--- src/rtl/harness_params.svh ---
`ifndef HARNESS_PARAMS_SVH
`define HARNESS_PARAMS_SVH

// Bus widths
`define HARNESS_ADDR_W 16
`define HARNESS_DATA_W 32
`define HARNESS_BE_W (`HARNESS_DATA_W / 8)

// Memory sizes in words
`define HARNESS_ROM_WORDS 256
`define HARNESS_RAM_WORDS 256

// Cycles the debug request stays blocked after reset
`define HARNESS_DBG_DELAY 20

// Upper half of each boot ROM word
`define HARNESS_ROM_TAG 16'hB007

`endif

--- src/rtl/harness_debug_gate.sv ---
`timescale 1ns/1ps
`include "harness_params.svh"

module harness_debug_gate (
  input  logic clk_i,
  input  logic rst_ni,
  input  logic debug_req_i,
  output logic debug_req_o
);

  localparam int unsigned CNT_W = $clog2(`HARNESS_DBG_DELAY + 1);

  logic [CNT_W-1:0] cnt_q;

  // Gives the boot code time to run before a debug request can land
  always_ff @(posedge clk_i or negedge rst_ni) begin
    if (!rst_ni) begin
      cnt_q <= CNT_W'(`HARNESS_DBG_DELAY);
    end else if (cnt_q != '0) begin
      cnt_q <= cnt_q - CNT_W'(1);
    end
  end

  assign debug_req_o = (cnt_q == '0) & debug_req_i;

endmodule

--- config.mk ---
export PLATFORM = sky130hd
export DESIGN_NAME = harness_debug_gate
export DESIGN_NICKNAME = d
export VERILOG_FILES = /design/src/rtl/harness_debug_gate.sv
export VERILOG_INCLUDE_DIRS = /design/src /design/src/rtl
export SDC_FILE = /design/constraint.sdc
export NUM_CORES = 1
export LEC_CHECK = 0
export ABC_CLOCK_PERIOD_IN_PS = 3570
export BUFFER_PORTS_ARGS = -buffer_cell sky130_fd_sc_hd__buf_4
export CAP_MARGIN = 20
export CORE_AREA = 3 3 40 42
export DETAILED_ROUTE_END_ITERATION = 8
export DIE_AREA = 0 0 43 45
export GPL_ROUTABILITY_DRIVEN = 0
export HOLD_SLACK_MARGIN = 0.06
export PLACE_DENSITY = 0.33
export SKIP_CTS_REPAIR_TIMING = 1
export SLEW_MARGIN = 20
export SYNTH_ARGS = -nofsm -noshare
export SYNTH_HDL_FRONTEND = slang
export SYNTH_SLANG_ARGS = --single-unit
export TNS_END_PERCENT = 30
--- constraint.sdc ---
create_clock -name clk_i -period 3.57 [get_ports clk_i]
set_input_delay 0.714 -clock clk_i [delete_from_list [all_inputs] [get_ports clk_i]]
set_output_delay 0.714 -clock clk_i [all_outputs]
set_load 0.05 [all_outputs]
==> impl.org, run 1 <==
** Power
- For this design the ratio of total power to cell area is 391 nW/um2.
- Maximum resistive drop on vdd :: 0.121 mV
- Summed over all cells, the static leakage comes to 0.000154 uW.
- Summing internal, switching and leakage power gives 130 uW.

** Drt
- In the routed layout, each cell is associated on average with a via count of 4.37.
- After detailed routing, the total wire length is 440 um.
- Antenna-violating nets left :: 0
- The first detailed-routing pass took 3 iterations.
- For this run, design rule violations remaining after detail routing come to 0.
- In the final routed layout, each cell accounts on average for 9.57 um.
- Across all layers, the routed design uses 201 vias.
- After the first detailed-routing iteration, the DRC count stood at 3.

** Clock tree
- CTS tree :: built
- CTS placed an instance of clkbuf_4 at the clock tree root.
- In this run, CTS created clock tree buffers numbering 3.
- Clock-pin slew was measured on the worst setup and hold paths at 0.05 ns.
- Worst-Skew Late Latency :: 0.25 ns
- Number of H-tree levels :: 1
- CTS Buffer Depth :: 2
- Sink count of the clock tree :: 5

** Placed design
- Post-DP HPWL :: 371 um
- Port Buffers :: 3

** Timing
- Final Hold Viols :: 0
- Setup violators final :: 0
- Transition time of the tightest slew-check pin :: 0.264 ns
- Setup repair after global routing missed its margin :: no
- After routing, the total negative slack on setup checks comes to 0 ns.
- The worst pin sits at a relative slew slack of 0.823.
- Minimum period implied by the final worst setup slack :: 2.32 ns
- Worst Skew :: 0.00686 ns
- In the finished design, the share of the clock period the worst path needs comes to 0.649.
- Timing would allow up to 0.431 GHz.
- Fin. max-slew vios :: 0

** Layout
- Core Util, Final :: 0.259
- Of the cells placed in the final design, the portion with a size suffix greater than 1 is 0.355.
- Area used by multi-input combinational logic :: 123 um2
- Registers with the highest flip-flop counts :: cnt_q (5)
- Count of antenna diodes in the layout :: 0
- Register name with the most flops :: cnt_q
- The sequential cells in the finished layout cover a total of 128 um2.
- For this run, the post-layout net count is 37.
- After filler insertion, the fill cell instance count of the layout stands at 136.
- The area growth from synthesis to layout is 25.5%.
- Max FFs per register :: 5

** Global routing
- Entering global routing, the biggest net connects 6 pins.
- Global-route wire length before repair :: 814 um
- Initial antenna violation count :: 0
- Number of global-route vias before repair :: 210
- For this run the aggregate overflow at the end of global routing stands at 0.
- All-layer global routing usage :: 0.0685

** Floorplan
- The floorplan step defined a core boundary enclosing 1280 um2.
- DIE WIDTH :: 43 um
- Io pins :: 4
- Die Outline Area :: 1940 um2
- Die Height :: 45 um
- Site Rows :: 13
- Initial core utilization :: 0.206

** Synth
- Register bit count reported by yosys :: 5
- Synthesized netlist net count :: 29
- Library cell occupying the most area in the post-synthesis netlist :: dfrtp_1
- Post-Synthesis Cell Area :: 265 um2
- Mean Syn Cell Area :: 11.1 um2
- Sorting the synthesized cells by area gives the leading types as dfrtp_1 (28%), dfstp_2 (20%), ha_1 (9.4%).
- Area fraction of the dominant cell type after synthesis :: 0.283
- Synthesized instance count :: 24
- Count of cell types in the netlist :: 15
- Of the synthesized area, sequential elements account for 0.481.
- Yosys warning total :: 0

** Worst setup path
- At the worst endpoint, the arrival time is 1.60 ns.
- Critical Path Sink Type :: primary output
- Launching element type of the critical path :: flip-flop
- Crit path max-delay cell type :: dfrtp_1
- Reg-to-reg slack, setup :: 2.27 ns
- Slowest Stage Delay on Critical Path :: 0.40 ns
- Along the worst path, the maximum fanout reaches 3.
- Setup Crit Path Kind :: flip-flop to primary output
- WP data required :: 2.86 ns
- The signal on the critical path passes through inv_1 -> ha_1 -> nand2b_1 -> nor3_2 -> and2_1 -> buf_4.

** Flow run
- MaxCap Viol Count :: 0

** Min path
- Path class of the lowest-slack min-delay path :: input port to async pin

** Status
- The run finished with clean final reports.
[final timing paths]
| path | from | endpoint | cells after the start |
|---|---|---|---|
| max | cnt_q[0] | debug_req_o | 6 |
| min | rst_ni | cnt_q[3] | 1 |
| max reg2reg | cnt_q[0] | cnt_q[4] | 5 |
| min reg2reg | cnt_q[0] | cnt_q[0] | 1 |
| max in group asynchronous | rst_ni | cnt_q[2] | 1 |
| min in group clk_i | cnt_q[0] | cnt_q[0] | 1 |
[routing by layer]
metal,routed length [um],vias to the layer above,GRT usage
met3,22,5,0.0359
met2,194,7,0.0928
li1,-,94,-
met4,34,0,0.108
met1,189,95,0.0584
met5,0,-,0
[critical path: cells and delay by family (launching register included)]
kind                       cells  cell delay [ns]
adders and majority gates      1             0.18
buffers and inverters          2             0.28
DFF                            1             0.40
and+or+nand+nor                3             0.51
[final cells by class]
type | instances | area share
sequential | 5 | 0.383
multi-input combinational | 15 | 0.368
clock buffer | 4 | 0.0789
timing repair buffer | 3 | 0.0677
tap | 15 | 0.0564
inverter | 4 | 0.0451
[kinds of logic after synthesis]
| kind of cell | synth area share |
|---|---|
| xor gates and xnor gates | 0.0330 |
| adders and majority gates | 0.0943 |
| muxes | 0.0377 |
| DFF | 0.481 |
| buffers and inverters | 0.0566 |
| AOI/OAI and AO/OA | 0.0944 |
| and+or+nand+nor | 0.203 |
[power breakdown]
| part | switching, uW | total (uW) | internal (uW) |
|---|---|---|---|
| registers | 0 | 57.0 | 57.0 |
| logic | 3.60 | 6.01 | 2.41 |
| clock network | 24.8 | 67.2 | 42.4 |
| total | 28.4 | 130 | 102 |
[Yosys cell counts (all sizes together)]
| library cell | count |
|---|---|
| dfstp | 2 |
| ha | 2 |
| dfrtp | 3 |
| or3b | 1 |
| a21o | 1 |
| and2 | 1 |
| o21ai | 2 |
| nand2b | 1 |
| o211ai | 1 |
| xnor2 | 1 |
| mux2i | 1 |
| nor3 | 3 |
| inv | 4 |
| nand3 | 1 |
[layout by cell type, fill, tap and decap left out, types with 2 or more instances in the layout]
cell type,instances
inv_1,4
clkbuf_4,3
dfrtp_1,3
buf_4,3
nor3_2,2
o21ai_0,2
ha_1,2
dfstp_2,2
[per-stage QoR]
step	area, um2	hold WS [ns]	instances	setup slack, ns
after floorplan	265	0.418	24	1.47
after global placement	307	0.507	42	1.48
after detailed placement	307	0.499	42	1.48
after CTS	333	0.251	46	1.22
after global routing	333	0.252	46	1.09
final	333	0.256	46	1.25
Power figures use the tool's default switching activity.
==> run 2: changes to the inputs <==
--- a/config.mk
+++ b/config.mk
@@ -6,7 +6,7 @@
 export SDC_FILE = /design/constraint.sdc
 export NUM_CORES = 1
 export LEC_CHECK = 0
-export ABC_CLOCK_PERIOD_IN_PS = 3570
+export ABC_CLOCK_PERIOD_IN_PS = 2400
 export BUFFER_PORTS_ARGS = -buffer_cell sky130_fd_sc_hd__buf_4
 export CAP_MARGIN = 20
 export CORE_AREA = 3 3 40 42
==> constraint.sdc (replaced) <==
create_clock -name clk_i -period 2.4 [get_ports clk_i]
set_input_delay 0.48 -clock clk_i [delete_from_list [all_inputs] [get_ports clk_i]]
set_output_delay 0.48 -clock clk_i [all_outputs]
set_load 0.05 [all_outputs]
==> run 2 against run 1 <==
Against the previous run:
- largest power group unchanged
- clock power rose by 47%
- core utilization grew 0.78 points
- critical path type unchanged
- flip-flop and latch count unchanged
- clock skew is 0.0055 ns lower
- die area did not move
- critical endpoint unchanged
==> impl.org, run 2 (synthesized netlist as in run 1, its figures left out) <==
** Floorplan
- Initial core utilization :: 0.206
- Die Height :: 45 um
- Io pins :: 4
- The floorplan step defined a core boundary enclosing 1280 um2.
- In this run the horizontal extent of the chip is 43 um.
- Site Rows :: 13
- The die covers 1940 um2.

** Power
- Reported leakage power :: 0.000159 uW
- In this run the power density over the cells is 565 nW/um2.
- IR analysis of the VDD net gives a maximum drop of 0.166 mV.

** Timing
- Worst Skew :: 0.00132 ns
- In the finished design, the share of the clock period the worst path needs comes to 0.875.
- Transition time of the tightest slew-check pin :: 0.274 ns
- The number of failing hold endpoints at the final stage is 0.
- Fin. max-slew vios :: 0
- Measured against its own limit, the worst slew margin works out to 0.816.
- For the finished layout, the period the worst path requires is 2.10 ns.
- After routing, the total negative slack on setup checks comes to 0 ns.
- Timing would allow up to 0.476 GHz.
- Setup violators final :: 0
- Final hold slack :: 0.506 ns
- Setup repair after global routing missed its margin :: no

** Layout
- Count of antenna diodes in the layout :: 0
- Non-Filler Instances :: 47
- Number of nets in the finished design :: 38
- The register with the most flip-flops in the final layout is cnt_q.
- Max FFs per register :: 5
- The library cell used most frequently in the layout, excluding fill and tap cells, is inv_1.
- For this run, the share of the core covered by cells in the final layout is 0.267.
- The largest registers in the layout are cnt_q (5).
- The top cell types in the final layout, fill and taps aside, are inv_1 (4), clkbuf_4 (3), dfrtp_1 (3), buf_4 (3).
- Area grow syn2layout :: 29.2%
- The layout has 130 filler cells.
- Of the cells placed in the final design, the portion with a size suffix greater than 1 is 0.344.

** Worst setup path
- STA puts the critical path data required time at 1.92 ns.
- The slowest stage of the critical path is the dfrtp_1 cell.
- Crit Path Max Fanout :: 3
- STA classifies the critical path endpoint as a primary output.
- On the worst path, the slowest cell contributes a delay of 0.40 ns.
- Setup Crit Path Kind :: flip-flop to primary output
- Traced cell by cell, the critical path runs through inv_1 -> ha_1 -> nand2b_1 -> nor3_2 -> and2_1 -> buf_4.
- Launching element type of the critical path :: flip-flop
- For the worst setup path, the data arrival time is 1.62 ns.
- Counting both buffers and inverters, the worst setup path holds a total of 2.
- Largest delay share family, worst path :: simple AND/OR/NAND/NOR gates

** Global routing
- Global-route wire length before repair :: 876 um
- Met1 Usage GRT :: 0.0657
- The number of global-route vias before repair was 197.
- Entering global routing, the biggest net connects 6 pins.
- Routing usage on met2 :: 0.0868
- Met3 Track Usage GR :: 0.0398
- Across every metal layer, demand over resource in global routing totals 0.0727.
- The initial antenna violation count is 0.
- Layer with the highest usage after global routing :: met4
- After global routing the overflow that remains totals 0.

** Drt
- After detailed routing, the number of vias per cell comes to 4.11.
- The routed design has 452 um of wire.
- The first detailed-routing pass ran for 4 iterations.
- The routed layout has 193 vias.
- Iter 0 DRT Violations :: 2
- DRC errors left :: 0
- Antenna-violating nets left :: 0
- Routed len/inst :: 9.62 um

** Clock tree
- TritonCTS built the clock tree.
- In this run the number of H-tree levels came out at 1.
- CTS Buffer Depth :: 2
- Sink count of the clock tree :: 5
- Worst-Skew Late Latency :: 0.24 ns
- The number of clock buffers added by TritonCTS is 3.
- The root buffer cell chosen for the clock tree is clkbuf_4.
- Clock-pin slew on the worst setup and hold paths :: 0.04 ns

** Flow run
- MaxCap Viol Count :: 0

** Placed design
- Post-DP HPWL :: 354 um
- Placed cells :: 42
- Port Buffers :: 3

** Min path
- In this run the worst hold path is classified as flip-flop to flip-flop.

** Status
- The flow ran to the end, and the final reports show no timing, DRC or antenna violations.
-- run 2: cell types whose count changed in the layout (fill, tap and decap cells not counted), sizes merged --
| cell | previous run | this run |
|---|---|---|
| dlygate4sd3 | 0 | 1 |
-- run 2: routing by layer --
metal / share of wire / wire, um / up-vias
li1: - / - / 96
met1: 0.44 / 198 / 85
met2: 0.40 / 181 / 7
met3: 0.073 / 33 / 5
met4: 0.086 / 39 / 0
met5: 0 / 0 / -
-- run 2: cell type report --
type / count / area (um2) / share of cell area
inverters: 4 / 15.0 / 0.0438
flip-flops and latches: 5 / 128 / 0.372
clock buffers: 4 / 26.3 / 0.0766
multi-input cells: 15 / 123 / 0.358
well taps: 15 / 18.8 / 0.0547
repair buffers: 4 / 32.5 / 0.0949
-- run 2: final timing paths --
check	startpoint	to	slack (ns)	cells after the start
max in group asynchronous	rst_ni	cnt_q[2]	1.63	2
max	cnt_q[0]	debug_req_o	0.30	6
min in group asynchronous	rst_ni	cnt_q[3]	0.58	2
max reg2reg	cnt_q[0]	cnt_q[4]	1.08	5
min reg2reg	cnt_q[0]	cnt_q[0]	0.51	1
min	cnt_q[0]	cnt_q[0]	0.51	1
-- run 2: where the power goes --
part           switching, uW  internal [uW]
clock                   35.8           62.9
sequential                 0           84.8
combinational           5.54           4.64
-- run 2: per-stage QoR --
step / total power [uW] / setup slack, ns / area [um2]
after global placement: 95.1 / 0.547 / 307
final: 194 / 0.299 / 343
after CTS: 199 / 0.274 / 333
after detailed placement: 95.1 / 0.550 / 307
after global routing: 208 / 0.142 / 343
after floorplan: 89.7 / 0.536 / 265
