**config.mk**
```make
export PLATFORM = sky130hd
export DESIGN_NAME = harness_slice
export DESIGN_NICKNAME = d
export VERILOG_FILES = /design/src/rtl/harness_slice.sv
export SDC_FILE = /design/constraint.sdc
export NUM_CORES = 1
export LEC_CHECK = 0
export ABC_AREA = 1
export BUFFER_PORTS_ARGS = -buffer_cell sky130_fd_sc_hd__buf_2
export CAP_MARGIN = 20
export CORE_AREA = 5 5 42 44
export CTS_BUF_LIST = sky130_fd_sc_hd__clkbuf_4 sky130_fd_sc_hd__clkbuf_8 sky130_fd_sc_hd__clkbuf_16
export DETAILED_ROUTE_END_ITERATION = 16
export DIE_AREA = 0 0 47 49
export GPL_TIMING_DRIVEN = 0
export PLACE_DENSITY = 0.37
export SYNTH_ARGS = -nofsm -noshare
export SYNTH_HDL_FRONTEND = slang
export SYNTH_SLANG_ARGS = --single-unit
export TNS_END_PERCENT = 30
```
**constraint.sdc**
```tcl
create_clock -name clk_i -period 0.9 [get_ports clk_i]
set_input_delay 0.09 -clock clk_i [delete_from_list [all_inputs] [get_ports clk_i]]
set_output_delay 0.09 -clock clk_i [all_outputs]
set_load 0.005 [all_outputs]
```
**src/rtl/harness_slice.sv**
```systemverilog
`timescale 1ns/1ps

module harness_slice #(
  parameter type payload_t = logic
) (
  input  logic     clk_i,
  input  logic     rst_ni,
  input  logic     in_valid_i,
  output logic     in_ready_o,
  input  payload_t in_data_i,
  output logic     out_valid_o,
  input  logic     out_ready_i,
  output payload_t out_data_o
);

  logic     out_valid_q;
  logic     skid_valid_q;
  payload_t out_data_q;
  payload_t skid_data_q;
  logic     out_free;

  // Output slot empty or drained this cycle
  assign out_free    = ~out_valid_q | out_ready_i;
  // Registered ready, so no combinational path from out_ready_i
  assign in_ready_o  = ~skid_valid_q;
  assign out_valid_o = out_valid_q;
  assign out_data_o  = out_data_q;

  always_ff @(posedge clk_i or negedge rst_ni) begin
    if (!rst_ni) begin
      out_valid_q  <= 1'b0;
      skid_valid_q <= 1'b0;
    end else if (out_free) begin
      out_valid_q  <= skid_valid_q | in_valid_i;
      skid_valid_q <= 1'b0;
    end else if (in_valid_i && !skid_valid_q) begin
      // Output stalled, park the new beat
      skid_valid_q <= 1'b1;
    end
  end

  always_ff @(posedge clk_i) begin
    if (out_free) begin
      if (skid_valid_q) begin
        out_data_q <= skid_data_q;
      end else if (in_valid_i) begin
        out_data_q <= in_data_i;
      end
    end else if (in_valid_i && !skid_valid_q) begin
      skid_data_q <= in_data_i;
    end
  end

endmodule

```
==> out/qor.yml, run 1 <==
synthesis:
  synthArstFlopShare: 0.5000
  synthAdderAreaFrac: 0
  synth.area.top_cells: "edfxtp_1, dfrtp_1, nand2_1, nor2_1, inv_1"
  synth_area_sq_um: 165.2
  synth-warning-count: 0
  synth-compound-area-share: 0
  yosysTopAreaCell: "edfxtp_1"
  synth_mux_area_frac: 0
  synthXorXnorAreaFrac: 0
  synth_top_area_share: 0.3636
  syn_nets: 23
  netlist_top_cells_count: "nand2_1, nor2_1, dfrtp_1, edfxtp_1, inv_1"
  netlist-cell-type-count: 7
  synth_top_family_by_area: "simple AND/OR/NAND/NOR gates"
  synth_area_per_cell_sq_um: 9.175
  yosysMostFrequentCell: "nand2_1"
  synth-edff-count: 2
  yosys.area_share.simple: 0.2652
  synth_cells: 18
  synth_flop_cell: "edfxtp_1"
  ys_seq_area_frac: 0.6667
  ys_seq_elements: 4
die:
  pin_count: 8
  start_util: 0.1179
  core_sq_um: 1401
  die_h_microns: 49
  core.rowCount: 14
  die_w_microns: 47
  die-area_sq_um: 2303
sta:
  max_freq_mhz: 1095
  finalSetupViolations: 2
  rsz0062_at_grt: "yes"
  worst_pin_slew_ps: 137.6
  period_minus_slack_ps: 912.9
  slew_viol_final: 0
  relSlewSlack: 0.9083
  holdWs_ps: 50.37
  hold_viol: 0
  tns_ps: -24.20
  final.period_utilization: 1.014
  setup_ws_ps: -12.91
  skew_ps: 9.270
critical_path:
  cpPeakStageDelay_ps: 400
  required_ps: 810
  reg2reg_depth: 3
  slowest_stage: "dfrtp_1"
  critPathKind: "flip-flop to primary output"
  r2r-end: "skid_data_q$_DFFE_PP_"
  start_kind: "flip-flop"
  worst-r2r-setup-slack_ps: -10
  critPathArrivalTime_ps: 820
  crit_chain: "inv_2, buf_2"
  crit_fanout: 3
  cp-end-kind: "primary output"
  r2r_start: "skid_valid_q$_DFFE_PN0P_"
clocking:
  cts.htree.levels: 1
  cts_tree: "yes"
  max-clock-path-buffers: 2
  cts_sinks: 4
  path_clk_slew_ps: 40
  clkLatencyLatePin_ps: 240
  numCtsBuffers: 3
  clockRootBuffer: "clkbuf_4"
power:
  ir_drop_mv: 0.5804
  swShare: 0.2107
  p_total_mw: 0.5519
  powerDensity_nw_per_um2: 2042
  p_comb_frac: 0.108
  power_leakage_nw: 0.1377
  internal_power_mw: 0.4356
  seqPwrFrac: 0.392
  power.switching_mw: 0.1163
  p_clk_frac: 0.500
detailed_routing:
  drc: 0
  wire_per_inst_microns: 7.213
  vias: 155
  detail-route-antenna-nets: 0
  drt_pre_antenna_iters: 3
  drt-initial-drc-count: 1
  wl_microns: 339
  vias_per_cell: 3.298
outcome:
  outcome: "complete, but fails checks"
  violations: "negative setup slack"
worst_hold_path:
  min_from: "in_data_i"
  holdPathEnd: "skid_data_q$_DFFE_PP_"
  hp-class: "input pin to flip-flop"
  min_path_cells: 1
placement:
  place.gp.congestion: 0.7704
  io_buffer_count: 7
  hpwlAfterDp_microns: 283.2
cells_and_area:
  layout.nets: 37
  drive_gt1_frac: 0.4839
  fin_util: 0.1929
  antenna-diode-count: 0
  area_growth_pct: 63.64
  fill_cells: 167
global_route:
  grt_antenna_before_repair: 0
  grtUsageTotal: 0.03743
  grt.overflow.total: 0
  grt_max_degree: 4
  grt_pass1_vias: 161
  grt_pass1_wl_microns: 565
job:
  cap_violations: 0
-- metal layers --
metal,vias to the layer above,share of wire,GRT usage
li1,78,-,-
met1,64,0.44,0.04435
met4,0,0.041,0.02765
met5,-,0,0
met2,10,0.37,0.03846
met3,3,0.15,0.03690
-- registers in the layout, indices dropped and copies added (netlist names) --
register / count
skid_valid_q: 1
out_valid_o: 1
out_data_o: 1
skid_data_q: 1
-- power groups by stage --
stage / Sequential [mW] / Combinational, mW / Clock (mW)
6_report: 0.216 / 0.0598 / 0.276
5_1_grt: 0.217 / 0.0693 / 0.310
4_1_cts: 0.216 / 0.0593 / 0.283
3_5_place_dp: 0.219 / 0.0513 / 0
3_3_place_gp: 0.218 / 0.0508 / 0
2_1_floorplan: 0.219 / 0.0237 / 0
-- critical path: cells and delay by family, from the launching register on --
kind / cells / cell delay [ps]
flops: 1 / 400
buf+inv: 2 / 190
-- stage by stage --
stage / worst slack [ps] / area (sq um) / instances
3_5_place_dp: -14.30 / 220.2 / 41
4_1_cts: -9.700 / 267.8 / 47
2_1_floorplan: 19.68 / 165.2 / 18
5_1_grt: -80.71 / 270.3 / 47
3_3_place_gp: -5.976 / 220.2 / 41
6_report: -12.91 / 270.3 / 47
-- kinds of logic after synthesis --
logic type             Yosys count
buffers and inverters            3
flip-flops                       4
AND/OR/NAND/NOR                 11
-- repair_timing --
action,in CTS,in global routing
endpoints found under the setup margin,2,4
hold buffers,1,0
resized for setup,0,1
endpoints found under the hold margin,2,0
gates cloned,0,0
setup buffers,1,0
-- placed cells by master, fill, tap and decap left out --
cell type and count:
dlygate4sd3_1 1, clkbuf_4 4, inv_1 2, nor2_1 4, buf_4 1, inv_2 1, nand2_2 1, edfxtp_1 2
dfrtp_1 2, nand2_1 5, buf_2 7, nor2_2 1
-- layout make-up --
cell class / instances / area, sq um / area share
sequential: 4 / 110.1 / 0.4074
timing repair buffer: 9 / 52.55 / 0.1944
multi-input combinational: 11 / 46.29 / 0.1713
clock buffer: 4 / 30.03 / 0.1111
tap: 16 / 20.02 / 0.07407
inverter: 3 / 11.26 / 0.04167
-- how the worst max path moves through the flow --
stage | from | endpoint | slack [ps] | depth (start not counted)
floorplan | skid_valid_q$_DFFE_PN0P_ | skid_data_q$_DFFE_PP_ | 20 | 3
global placement | skid_valid_q$_DFFE_PN0P_ | skid_data_q$_DFFE_PP_ | -6 | 3
detailed placement | skid_valid_q$_DFFE_PN0P_ | skid_data_q$_DFFE_PP_ | -10 | 3
CTS | skid_valid_q$_DFFE_PN0P_ | in_ready_o | -10 | 2
global route | skid_valid_q$_DFFE_PN0P_ | skid_data_q$_DFFE_PP_ | -80 | 3
finish | skid_valid_q$_DFFE_PN0P_ | in_ready_o | -10 | 2
(Power assumes the default switching activity.)
==> inputs of run 2 (changes only) <==
SETUP_SLACK_MARGIN = 0.2   (was not set)
==> run 2 against run 1 <==
Effect of this change: the run still ends with negative setup slack left; register-to-register slack barely moved; die area did not move; maximum frequency up 0.68%; critical endpoint unchanged; combinational power about the same; flip-flop and latch count unchanged; via count unchanged; first-iteration DRC count shrank 100%; clock-buffer cell count unchanged; sequential share of layout area is the same.
==> out/qor.yml, run 2 (synthesis results as in run 1) <==
outcome:
  outcome: "complete, but fails checks"  # unchanged
  violations: "negative setup slack"  # unchanged
clocking:
  max-clock-path-buffers: 2  # unchanged
  cts.htree.levels: 1  # unchanged
  cts_tree: "yes"  # unchanged
  numCtsBuffers: 3  # unchanged
  cts_sinks: 4  # unchanged
  path_clk_slew_ps: 40  # about the same
  clkLatencyLatePin_ps: 240  # about the same
  clockRootBuffer: "clkbuf_4"  # unchanged
detailed_routing:
  wire_per_inst_microns: 7.170  # was 7.213 microns
  wl_microns: 337  # was 339 microns
  detail-route-antenna-nets: 0  # unchanged
  vias: 155  # unchanged
  vias_per_cell: 3.298  # unchanged
  drt_pre_antenna_iters: 1  # was 3
  drc: 0  # unchanged
  drt-initial-drc-count: 0  # was 1
global_route:
  grt_antenna_before_repair: 0  # unchanged
  grt_pass1_wl_microns: 565  # unchanged
  grtUsageTotal: 0.03743  # unchanged
  grt.overflow.total: 0  # unchanged
  grt_pass1_vias: 162  # was 161
  grt_max_degree: 4  # unchanged
cells_and_area:
  final_common_cell: "buf_2"  # unchanged
  antenna-diode-count: 0  # unchanged
  layout.nets: 37  # unchanged
  area_growth_pct: 63.64  # unchanged
  drive_gt1_frac: 0.4839  # unchanged
  fin_util: 0.1929  # unchanged
  final_cell_mix: "buf_2, nand2_1, nor2_1, clkbuf_4"  # unchanged
sta:
  relSlewSlack: 0.9121  # was 0.9083
  rsz0062_at_grt: "yes"  # unchanged
  tns_ps: -11.51  # was -24.20 ps
  hold_viol: 0  # unchanged
  worst_pin_slew_ps: 131.7  # was 137.6 ps
  max_freq_mhz: 1103  # was 1095 MHz
  period_minus_slack_ps: 906.8  # was 912.9 ps
  skew_ps: 9.470  # was 9.270 ps
  setup_ws_ps: -6.752  # was -12.91 ps
  final.period_utilization: 1.008  # was 1.014
  finalSetupViolations: 2  # unchanged
  slew_viol_final: 0  # unchanged
die:
  core.rowCount: 14  # unchanged
  die_h_microns: 49  # unchanged
  die-area_sq_um: 2303  # unchanged
  die_w_microns: 47  # unchanged
  pin_count: 8  # unchanged
  start_util: 0.1179  # unchanged
  core_sq_um: 1401  # unchanged
worst_hold_path:
  min_path_cells: 1  # unchanged
  hp-class: "input pin to flip-flop"  # unchanged
  holdPathEnd: "skid_data_q$_DFFE_PP_"  # unchanged
  min_from: "in_data_i"  # unchanged
power:
  ir_drop_mv: 0.5796  # was 0.5804 mV
  powerDensity_nw_per_um2: 2042  # about the same
  power_leakage_nw: 0.1370  # was 0.1377 nW
critical_path:
  cp-end-kind: "primary output"  # unchanged
  crit_cells: 2  # unchanged
  critPathTopFamily: "flip-flops"  # unchanged
  slowest_stage: "dfrtp_1"  # unchanged
  critPathKind: "flip-flop to primary output"  # unchanged
  cpPeakStageDelay_ps: 400  # about the same
  required_ps: 810  # about the same
  worst-r2r-setup-slack_ps: 0  # was -10 ps
  start_kind: "flip-flop"  # unchanged
  critPathArrivalTime_ps: 820  # about the same
  r2r-end: "skid_data_q$_DFFE_PP_"  # unchanged
  crit_fanout: 3  # unchanged
  r2r_start: "skid_valid_q$_DFFE_PN0P_"  # unchanged
  critical_path_buf_inv_count: 2  # unchanged
  crit_chain: "inv_2, buf_2"  # unchanged
  reg2reg_depth: 3  # unchanged
placement:
  hpwlAfterDp_microns: 283.2  # unchanged
  io_buffer_count: 7  # unchanged
  place.gp.congestion: 0.7704  # unchanged
job:
  cap_violations: 0  # unchanged
==> run 2: cell counts in the layout (fill, tap and decap cells not counted) <==
No cell type changed its count.
==> run 2: how the worst max path moves through the flow <==
stage                                   from               endpoint  slack (ps)
CTS                 skid_valid_q$_DFFE_PN0P_             in_ready_o          -8
finish              skid_valid_q$_DFFE_PN0P_             in_ready_o          -7
global route        skid_valid_q$_DFFE_PN0P_  skid_data_q$_DFFE_PP_         -80
floorplan           skid_valid_q$_DFFE_PN0P_  skid_data_q$_DFFE_PP_          20
detailed placement  skid_valid_q$_DFFE_PN0P_  skid_data_q$_DFFE_PP_         -10
global placement    skid_valid_q$_DFFE_PN0P_  skid_data_q$_DFFE_PP_          -6
==> run 2: final cells by class <==
cell class,instances,area [sq um]
clock buffers,4,30.03
fillers,167,1131
inverters,3,11.26
multi-input cells,11,46.29
flip-flops and latches,4,110.1
well taps,16,20.02
repair buffers,9,52.55
==> run 2: report_power, final <==
part | internal (mW) | leakage [nW] | total (mW) | switching [mW]
clock | 0.197 | 0.0184 | 0.276 | 0.0791
combinational | 0.0305 | 0.0765 | 0.0599 | 0.0294
sequential | 0.208 | 0.0421 | 0.216 | 0.00771
==> run 2: worst reg2reg max path, delay by kind of cell, from the launching register on <==
kind	cells	cell delay, ps
buffers and inverters	1	80
AND/OR/NAND/NOR	2	150
flip-flops	1	400
==> run 2: metrics by stage <==
step	cell area [sq um]	power (mW)	hold WS, ps	worst slack [ps]	cells
6_report	270.3	0.5519	50.54	-6.752	47
5_1_grt	270.3	0.5973	41.48	-81.32	47
4_1_cts	267.8	0.5584	34.24	-8.408	47
3_5_place_dp	220.2	0.2699	-121.7	-14.30	41
3_3_place_gp	220.2	0.2693	-123.7	-5.971	41
2_1_floorplan	165.2	0.2427	-205.6	19.68	18
==> run 2: metal layers <==
layer,routed length (microns),global-route usage,vias up
met5,0,0,-
met4,14,0.02765,0
met3,50,0.03690,3
met2,123,0.03846,10
met1,149,0.04435,63
li1,-,-,79
==> run 2: repair_timing <==
action                                  in CTS  in global routing
endpoints found under the setup margin       8                  8
buffers inserted                             1                  0
resized for setup                            0                  1
endpoints found under the hold margin        2                  0
pin swaps                                    5                  3
hold buffers                                 1                  0
