`src/rtl/harness_params.svh`:
```
`ifndef HARNESS_PARAMS_SVH
`define HARNESS_PARAMS_SVH

// Bus widths
`define HARNESS_ADDR_W 16
`define HARNESS_DATA_W 32
`define HARNESS_BE_W (`HARNESS_DATA_W / 8)

// Memory sizes in words
`define HARNESS_ROM_WORDS 256
`define HARNESS_RAM_WORDS 256

// Cycles the debug request stays blocked after reset
`define HARNESS_DBG_DELAY 20

// Upper half of each boot ROM word
`define HARNESS_ROM_TAG 16'hB007

`endif

```
`src/rtl/harness_bus_pkg.sv`:
```
`include "harness_params.svh"

package harness_bus_pkg;

  // --------------------------------------------------------------------------
  // Response status
  // --------------------------------------------------------------------------
  typedef enum logic {
    RESP_OKAY  = 1'b0,
    RESP_ERROR = 1'b1
  } resp_status_e;

  // --------------------------------------------------------------------------
  // Transfer payloads
  // --------------------------------------------------------------------------
  typedef struct packed {
    logic [`HARNESS_ADDR_W-1:0] addr;
    logic                       we;
    logic [`HARNESS_BE_W-1:0]   be;
    logic [`HARNESS_DATA_W-1:0] wdata;
  } bus_req_t;

  // Read data is zero for writes and errors
  typedef struct packed {
    logic [`HARNESS_DATA_W-1:0] rdata;
    resp_status_e               status;
  } bus_resp_t;

endpackage

```
`src/rtl/harness_map_pkg.sv`:
```
`include "harness_params.svh"

package harness_map_pkg;

  typedef logic [`HARNESS_ADDR_W-1:0] addr_t;

  // Word index wide enough for the larger memory
  localparam int unsigned MAX_WORDS = (`HARNESS_ROM_WORDS > `HARNESS_RAM_WORDS) ?
                                      `HARNESS_ROM_WORDS : `HARNESS_RAM_WORDS;
  localparam int unsigned IDX_W     = $clog2(MAX_WORDS);

  typedef logic [IDX_W-1:0] word_idx_t;

  typedef enum logic [1:0] {
    REGION_NONE = 2'd0,
    REGION_ROM  = 2'd1,
    REGION_RAM  = 2'd2,
    REGION_EXIT = 2'd3
  } region_e;

  // --------------------------------------------------------------------------
  // Address map
  // --------------------------------------------------------------------------
  localparam addr_t ROM_BASE  = 16'h0000;
  localparam addr_t ROM_LEN   = addr_t'(`HARNESS_ROM_WORDS * `HARNESS_BE_W);
  localparam addr_t RAM_BASE  = 16'h1000;
  localparam addr_t RAM_LEN   = addr_t'(`HARNESS_RAM_WORDS * `HARNESS_BE_W);
  localparam addr_t EXIT_ADDR = 16'h2000;

endpackage

```
`src/rtl/harness_dec_if.sv`:
```
`timescale 1ns/1ps
`include "harness_params.svh"

interface harness_dec_if;
  import harness_map_pkg::*;

  logic                       valid;
  logic                       ready;
  region_e                    region;
  word_idx_t                  word_idx;
  logic                       we;
  logic [`HARNESS_BE_W-1:0]   be;
  logic [`HARNESS_DATA_W-1:0] wdata;
  // Unmapped or misaligned
  logic                       dec_err;

  modport dec (
    output valid, region, word_idx, we, be, wdata, dec_err,
    input  ready
  );

  modport bank (
    input  valid, region, word_idx, we, be, wdata, dec_err,
    output ready
  );

endinterface

```
`src/rtl/harness_addr_decode.sv`:
```
`timescale 1ns/1ps
`include "harness_params.svh"

module harness_addr_decode (
  input  logic                      req_valid_i,
  output logic                      req_ready_o,
  input  harness_bus_pkg::bus_req_t req_i,
  harness_dec_if.dec                dec_o
);
  import harness_map_pkg::*;

  localparam int unsigned OFFS_W = $clog2(`HARNESS_BE_W);

  addr_t   rom_offs;
  addr_t   ram_offs;
  region_e region;
  addr_t   offs;
  logic    misaligned;

  // Offsets wrap below the base, so one compare covers both bounds
  assign rom_offs   = req_i.addr - ROM_BASE;
  assign ram_offs   = req_i.addr - RAM_BASE;
  assign misaligned = |req_i.addr[OFFS_W-1:0];

  always_comb begin
    region = REGION_NONE;
    offs   = '0;
    if (rom_offs < ROM_LEN) begin
      region = REGION_ROM;
      offs   = rom_offs;
    end else if (ram_offs < RAM_LEN) begin
      region = REGION_RAM;
      offs   = ram_offs;
    end else if (req_i.addr == EXIT_ADDR) begin
      region = REGION_EXIT;
    end
  end

  // Handshake passes straight through
  assign dec_o.valid    = req_valid_i;
  assign req_ready_o    = dec_o.ready;

  assign dec_o.region   = region;
  assign dec_o.word_idx = offs[OFFS_W +: IDX_W];
  assign dec_o.we       = req_i.we;
  assign dec_o.be       = req_i.be;
  assign dec_o.wdata    = req_i.wdata;
  assign dec_o.dec_err  = (region == REGION_NONE) | misaligned;

endmodule

```
`src/flat_wrapper.sv`:
```
// flat-port wrapper written by rule: the top's interface ports become plain ports
module harness_addr_decode_flat import harness_map_pkg::*;
  (req_valid_i, req_ready_o, req_i, dec_o_valid, dec_o_region, dec_o_word_idx, dec_o_we, dec_o_be, dec_o_wdata, dec_o_dec_err, dec_o_ready);
  harness_dec_if dec_o_i ();
  input  logic req_valid_i;
  output logic req_ready_o;
  input  harness_bus_pkg::bus_req_t req_i;
  output wire logic [$bits(dec_o_i.valid)-1:0] dec_o_valid;
  output wire logic [$bits(dec_o_i.region)-1:0] dec_o_region;
  output wire logic [$bits(dec_o_i.word_idx)-1:0] dec_o_word_idx;
  output wire logic [$bits(dec_o_i.we)-1:0] dec_o_we;
  output wire logic [$bits(dec_o_i.be)-1:0] dec_o_be;
  output wire logic [$bits(dec_o_i.wdata)-1:0] dec_o_wdata;
  output wire logic [$bits(dec_o_i.dec_err)-1:0] dec_o_dec_err;
  input wire logic [$bits(dec_o_i.ready)-1:0] dec_o_ready;
  assign dec_o_valid = dec_o_i.valid;
  assign dec_o_region = dec_o_i.region;
  assign dec_o_word_idx = dec_o_i.word_idx;
  assign dec_o_we = dec_o_i.we;
  assign dec_o_be = dec_o_i.be;
  assign dec_o_wdata = dec_o_i.wdata;
  assign dec_o_dec_err = dec_o_i.dec_err;
  assign dec_o_i.ready = dec_o_ready;
  harness_addr_decode u_core (.req_valid_i(req_valid_i), .req_ready_o(req_ready_o), .req_i(req_i), .dec_o(dec_o_i));
endmodule
```
`config.mk`:
```
export PLATFORM = sky130hd
export DESIGN_NAME = harness_addr_decode_flat
export DESIGN_NICKNAME = d
export VERILOG_FILES = /design/src/rtl/harness_bus_pkg.sv /design/src/rtl/harness_map_pkg.sv /design/src/rtl/harness_dec_if.sv /design/src/rtl/harness_addr_decode.sv /design/src/flat_wrapper.sv
export VERILOG_INCLUDE_DIRS = /design/src /design/src/rtl
export SDC_FILE = /design/constraint.sdc
export NUM_CORES = 1
export LEC_CHECK = 0
export ABC_AREA = 1
export BUFFER_PORTS_ARGS = -buffer_cell sky130_fd_sc_hd__buf_2
export CORE_MARGIN = 2
export CORE_UTILIZATION = 22
export DETAILED_ROUTE_END_ITERATION = 10
export PLACE_DENSITY_LB_ADDON = 0.15
export SYNTH_ARGS = -nofsm -noshare
export SYNTH_HDL_FRONTEND = slang
export SYNTH_SLANG_ARGS = --single-unit
```
`constraint.sdc`:
```
create_clock -name vclk -period 0.9
set_input_delay 0.225 -clock vclk [all_inputs]
set_output_delay 0.225 -clock vclk [all_outputs]
set_load 0.02 [all_outputs]
```
==> results.md, run 1 <==
- DRC errors left: 0
- PwrDens: about 260 nW/um2
- Critical Path AT: 0.98 ns
- First-pass GRT wire length: 1350 um
- Filler instances: 223
- GRT Overall Usage: 0.0633
- Maxcap violations: 0
- Final Cycle Share: 1.34
- GR Overflow Total: 0
- Post-DP Area: 432 um2
- Worst Hold Class: input port to primary output
- Share of cells above drive strength 1: 0.716
- Drt pass-1 iters: 2
- Ys Warns: 0
- Vias in the first global route: roughly 340
- FF/Latch Area: 0 um2
- Crit Path Class: input port to primary output
- Distinct cells, synth: 9
- Cell Area, Synth: 483 um2
- Initial Utilization: 0.239
- I/O Pins: 105
- Die Y: 50.9 um
- Core footprint: 2020 um2
- Slew Viols, Final: 0
- WL final: 948 um
- Worst setup EP type: primary output
- Number of sequential cells: 0
- Status: finished with violations
- # rows: 16
- # port buffers: 27
- Final setup fails: 11
- Initial antenna violation count: 0
- Sequential element share of the synthesized area: 0
- Static Leakage: 0.297 nW
- Syn Nets: 138
- Crit start category: input port
- Area growth, synth to finish: 31.3%
- CP startpoint: req_i[48]
- FMAX: 832 MHz
- Unrepaired setup endpoints after global routing: true
- Crit path max fanout: 6
- Total power: 0.166 mW
- Antenna viol nets, final: 0
- Sequential share of power: 0
- Max VDD drop: 0.0871 mV
- Cell area after layout: 634 um2
- Nets@finish: 131
- Largest net degree at the start of global routing: 12
- Die ar.: approximately 2600 um2
- Worst Path Required: around 0.67 ns
- Final WS setup: -0.302 ns
- Final hold vios: 0
- Power Internal: slightly above 0.09 mW
- Cells after synthesis: 83
- Hpwl dp: a little under 800 um
- Final Util: 0.314
- Hold_buf cts: 0
- Sw power: 0.0749 mW
- Finished Layout Cells: 101
- Diode count: 0
- Combinational share of power: 1.000
- Die X: 50.9 um
- Avg Vias per Cell: 3.96
- Failing checks: setup timing
- DRT iter0 DRCs: 1
- Max-slew headroom: 0.910
- Period minus WS final: 1.20 ns
- Routed wire per std cell: 9.39 um
- Post-CTS Setup Inserts: 0
- Placed cells: 100
- Vias post-DR: 400
- RePlAce Congestion: 0.730
- Syn_area_per_cell: 5.82 um2
- Slew @ Worst Pin: 0.135 ns
- Worst hold path startpoint: req_i[28]
- Clock buffers: 0
- Switching Share: 0.451
- Clk pwr share: 0
[final timing paths]
check                          to  slack, ns  depth (start not counted)
setup / recovery  dec_o_region[1]      -0.30                          6
hold / removal    dec_o_wdata[28]       0.45                          0
[power groups by stage]
stage                     combinational, mW  sequential [mW]  clock, mW
final                                 0.166                0          0
after global routing                  0.181                0          0
after CTS                             0.136                0          0
after detailed placement              0.111                0          0
after global placement                0.110                0          0
after floorplan                       0.302                0          0
[metrics by stage]
step	TNS [ns]	setup slack, ns	hold WS, ns
6_report	-3.07	-0.302	0.450
2_1_floorplan	-1.19	-0.117	0.513
3_5_place_dp	-3.36	-0.358	0.450
4_1_cts	-2.89	-0.302	0.450
5_1_grt	-3.60	-0.362	0.450
3_3_place_gp	-3.30	-0.352	0.450
[layout make-up]
class | instances | area, um2 | share of cell area
timing repair buffer | 31 | 315 | 0.497
tap | 27 | 33.8 | 0.0533
multi-input combinational | 33 | 245 | 0.387
inverter | 10 | 40.0 | 0.0631
[layout by cell type, fill, tap and decap left out]
| master | count |
|---|---|
| buf_6 | 18 |
| nor2_4 | 9 |
| inv_1 | 9 |
| nor2_1 | 6 |
| nand2_1 | 6 |
| buf_2 | 6 |
| nor2_2 | 5 |
| buf_4 | 5 |
| nand2_2 | 4 |
| inv_4 | 1 |
| nand3_4 | 1 |
| o21ai_4 | 1 |
| o21ai_2 | 1 |
| clkbuf_16 | 1 |
| buf_12 | 1 |
[logic make-up (layout without fill, tap and decap cells)]
logic type | Yosys count | count (layout) | share of synthesized area
buf+inv | 50 | 41 | 0.707
compound gates | 2 | 2 | 0.0285
simple gates | 31 | 31 | 0.264
[timing repair]
action                     in CTS  in global routing
cloned                          0                  1
setup endpoints to repair      11                 11
pin swaps                       6                 11
resized for setup              22                 23
[Yosys cell counts]
| cell | count | area, um2 |
|---|---|---|
| buf_4 | 39 | 293 |
| buf_6 | 1 | 11.3 |
| inv_1 | 10 | 37.5 |
| nand2_1 | 10 | 37.5 |
| nand3_2 | 1 | 10.0 |
| nor2_1 | 18 | 67.6 |
| nor2_2 | 2 | 12.5 |
| o21ai_0 | 1 | 5.00 |
| o21ai_2 | 1 | 8.76 |
[per-layer routing]
metal | track usage | wire (um) | vias up
li1 | - | - | 186
met1 | 0.0709 | 312 | 171
met2 | 0.103 | 431 | 29
met3 | 0.0175 | 149 | 14
met4 | 0.0450 | 54 | 0
met5 | 0 | 0 | -
[critical path, stage by stage]
cell and delay, ns:
buf_6 0.09, nor2_4 0.14, nand3_4 0.11, buf_12 0.15, o21ai_2 0.12, buf_6 0.13
Power figures use the tool's default switching activity.
==> inputs of run 2 (changes only) <==
--- a/config.mk
+++ b/config.mk
@@ -8,10 +8,10 @@
 export LEC_CHECK = 0
 export ABC_AREA = 1
 export BUFFER_PORTS_ARGS = -buffer_cell sky130_fd_sc_hd__buf_2
-export CORE_MARGIN = 2
 export CORE_UTILIZATION = 22
 export DETAILED_ROUTE_END_ITERATION = 10
 export PLACE_DENSITY_LB_ADDON = 0.15
+export RECOVER_POWER = 100
 export SYNTH_ARGS = -nofsm -noshare
 export SYNTH_HDL_FRONTEND = slang
 export SYNTH_SLANG_ARGS = --single-unit
==> run 2 against run 1 <==
The flow still finishes with violations (setup timing). Critical endpoint is now dec_o_dec_err. Wire length fell by 5.1%. Die area shrank 7.7%. Via count fell by 3.8%. Flip-flop and latch count is the same. Combinational power fell by 15%. Core utilization fell by 4.9 points. First-iteration DRC count is 100% lower. Final area is 16% lower. Total power fell by 15%. Sequential share of layout area did not move. Global-route usage is 0.78 points higher. Final cell count fell by 0.99%.
==> results.md, run 2 (synthesis results as in run 1) <==
- CP startpoint: req_i[52]
- DRC errors left: 0 (unchanged)
- Critical path cell sequence: buf_6, nor2_4, nand3_2, buf_12, nand2_1, nand2_2, buf_6
- WHS Path Cells: 0 (unchanged)
- Slew @ Worst Pin: 0.114 ns (-0.0208 ns)
- Number of sequential cells: 0 (unchanged)
- FMAX: 837 MHz (+0.62%)
- Area growth, synth to finish: 10.9%
- Initial antenna violation count: 0 (unchanged)
- Initial Utilization: 0.239 (unchanged)
- Routed wire per std cell: 9.00 um (-4.1%)
- Maxcap violations: 0 (unchanged)
- Post-DP Area: 424 um2 (-1.7%)
- Avg Vias per Cell: 3.85 (-2.8%)
- Worst hold path startpoint: req_i[33]
- Total power: 0.141 mW (-15%)
- WL final: 900 um (-5.1%)
- Sw power: 0.0666 mW (-11%)
- Hold worst-path end: dec_o_be[1]
- Worst setup EP type: primary output
- Place WS: -0.380 ns (-0.0219 ns)
- DRT iter0 DRCs: 0 (-1)
- Core footprint: 2020 um2 (unchanged)
- RePlAce Congestion: 0.731 (about the same)
- CP top delay family: buffers and inverters
- # rows: 16 (unchanged)
- Share of cells above drive strength 1: 0.712 (-0.00389)
- Vias in the first global route: 353 (+5.4%)
- Final Cycle Share: 1.33 (-0.00819)
- GRT Overall Usage: 0.0711 (+0.00776)
- Power Internal: 0.0741 mW (-19%)
- Max-slew headroom: 0.924 (+0.0138)
- Unrepaired setup endpoints after global routing: true
- Status: finished with violations
- Final setup fails: 11 (unchanged)
- Final WS setup: -0.295 ns (+0.00737 ns)
- Vias post-DR: 385 (-3.8%)
- GR Overflow Total: 0 (unchanged)
- Crit Path Class: input port to primary output
- Nets@finish: 130 (-0.76%)
- GRT met1 Usage: 0.0730 (+0.00211)
- Worst Hold Class: input port to primary output
- Clk pwr share: 0 (unchanged)
- Diode count: 0 (unchanged)
- Met2 usage: 0.116 (+0.0127)
- Busiest grt layer: met2
- Combinational share of power: 1.000 (about the same)
- Worst path slowest cell: buf_12
- Cell area after layout: 536 um2 (-16%)
- Crit path max fanout: 11 (+5)
- Hold_buf cts: 0 (unchanged)
- Antenna viol nets, final: 0 (unchanged)
- I/O Pins: 105 (unchanged)
- Die X: 48.9 um (-3.9%)
- Drt pass-1 iters: 1 (-1)
- CP max stage delay: 0.16 ns (about the same)
- PwrDens: 263 nW/um2 (+0.51%)
- Critical Path AT: 0.97 ns (about the same)
- Sequential share of power: 0 (unchanged)
- Die Y: 48.9 um (-3.9%)
- Setup TNS: -2.89 ns (+0.180 ns)
- Worst Path Required: 0.67 ns (about the same)
- Failing checks: setup timing
- Period minus WS final: 1.19 ns (-0.00737 ns)
- Grt met3 use: 0.0218 (+0.00426)
- Max VDD drop: 0.0726 mV (-17%)
- Crit path buf inv count: 3 (unchanged)
- Most Frequent Cell on Critical Path: buf_6
- First-pass GRT wire length: 1440 um (+6.1%)
- Crit start category: input port
- Switching Share: 0.473 (+0.0218)
- Final Util: 0.265 (-0.0489)
- Slew Viols, Final: 0 (unchanged)
- Hpwl dp: 732 um (-6.4%)
- Clock buffers: 0 (unchanged)
- Static Leakage: 0.270 nW (-9.2%)
- Most frequent cells in the layout: 10 x nor2_2, 10 x buf_2, 10 x buf_4
- FF/Latch Area: 0 um2 (unchanged)
- Die ar.: 2390 um2 (-7.7%)
- # port buffers: 27 (unchanged)
- Largest net degree at the start of global routing: 12 (unchanged)
- Final hold vios: 0 (unchanged)
-- run 2: changes by cell type in the layout (fill, tap and decap cells not counted), moves of 4 or more --
cell / change
buf_2: +4
buf_4: +5
buf_6: -9
nor2_2: +5
nor2_4: -4
-- run 2: per-stage QoR --
step	hold WS, ns	std cells
floorplan	0.513	83
global placement	0.450	99
detailed placement	0.450	99
CTS	0.450	99
global route	0.450	100
finish	0.450	100
-- run 2: area by class of cell --
class / instances / area, um2
inverters: 10 / 37.5
fillers: 238 / 1490
well taps: 27 / 33.8
repair buffers: 30 / 246
multi-input cells: 33 / 218
-- run 2: what timing repair did --
item / CTS / global route
gates resized for setup: 15 / 15
pin swaps: 0 / 10
hold endpoints to repair: 0 / 0
setup endpoints to repair: 11 / 11
buffers inserted: 0 / 1
-- run 2: per-layer routing --
metal / routed length [um] / up-vias
met4: 59 / 0
li1: - / 183
met2: 442 / 31
met1: 262 / 155
met5: 0 / -
met3: 136 / 16
-- run 2: worst max-delay path by stage --
| stage | to | slack [ns] | depth (start not counted) |
|---|---|---|---|
| final | dec_o_dec_err | -0.29 | 7 |
| after global routing | dec_o_dec_err | -0.34 | 7 |
| after CTS | dec_o_dec_err | -0.31 | 7 |
| after detailed placement | dec_o_region[0] | -0.38 | 7 |
| after global placement | dec_o_region[0] | -0.37 | 7 |
| after floorplan | dec_o_word_idx[1] | -0.12 | 4 |
-- run 2: power groups by stage --
| stage | registers, mW | clock network, mW | logic [mW] |
|---|---|---|---|
| after CTS | 0 | 0 | 0.117 |
| after global routing | 0 | 0 | 0.155 |
| after detailed placement | 0 | 0 | 0.107 |
| after global placement | 0 | 0 | 0.106 |
| after floorplan | 0 | 0 | 0.302 |
| final | 0 | 0 | 0.141 |
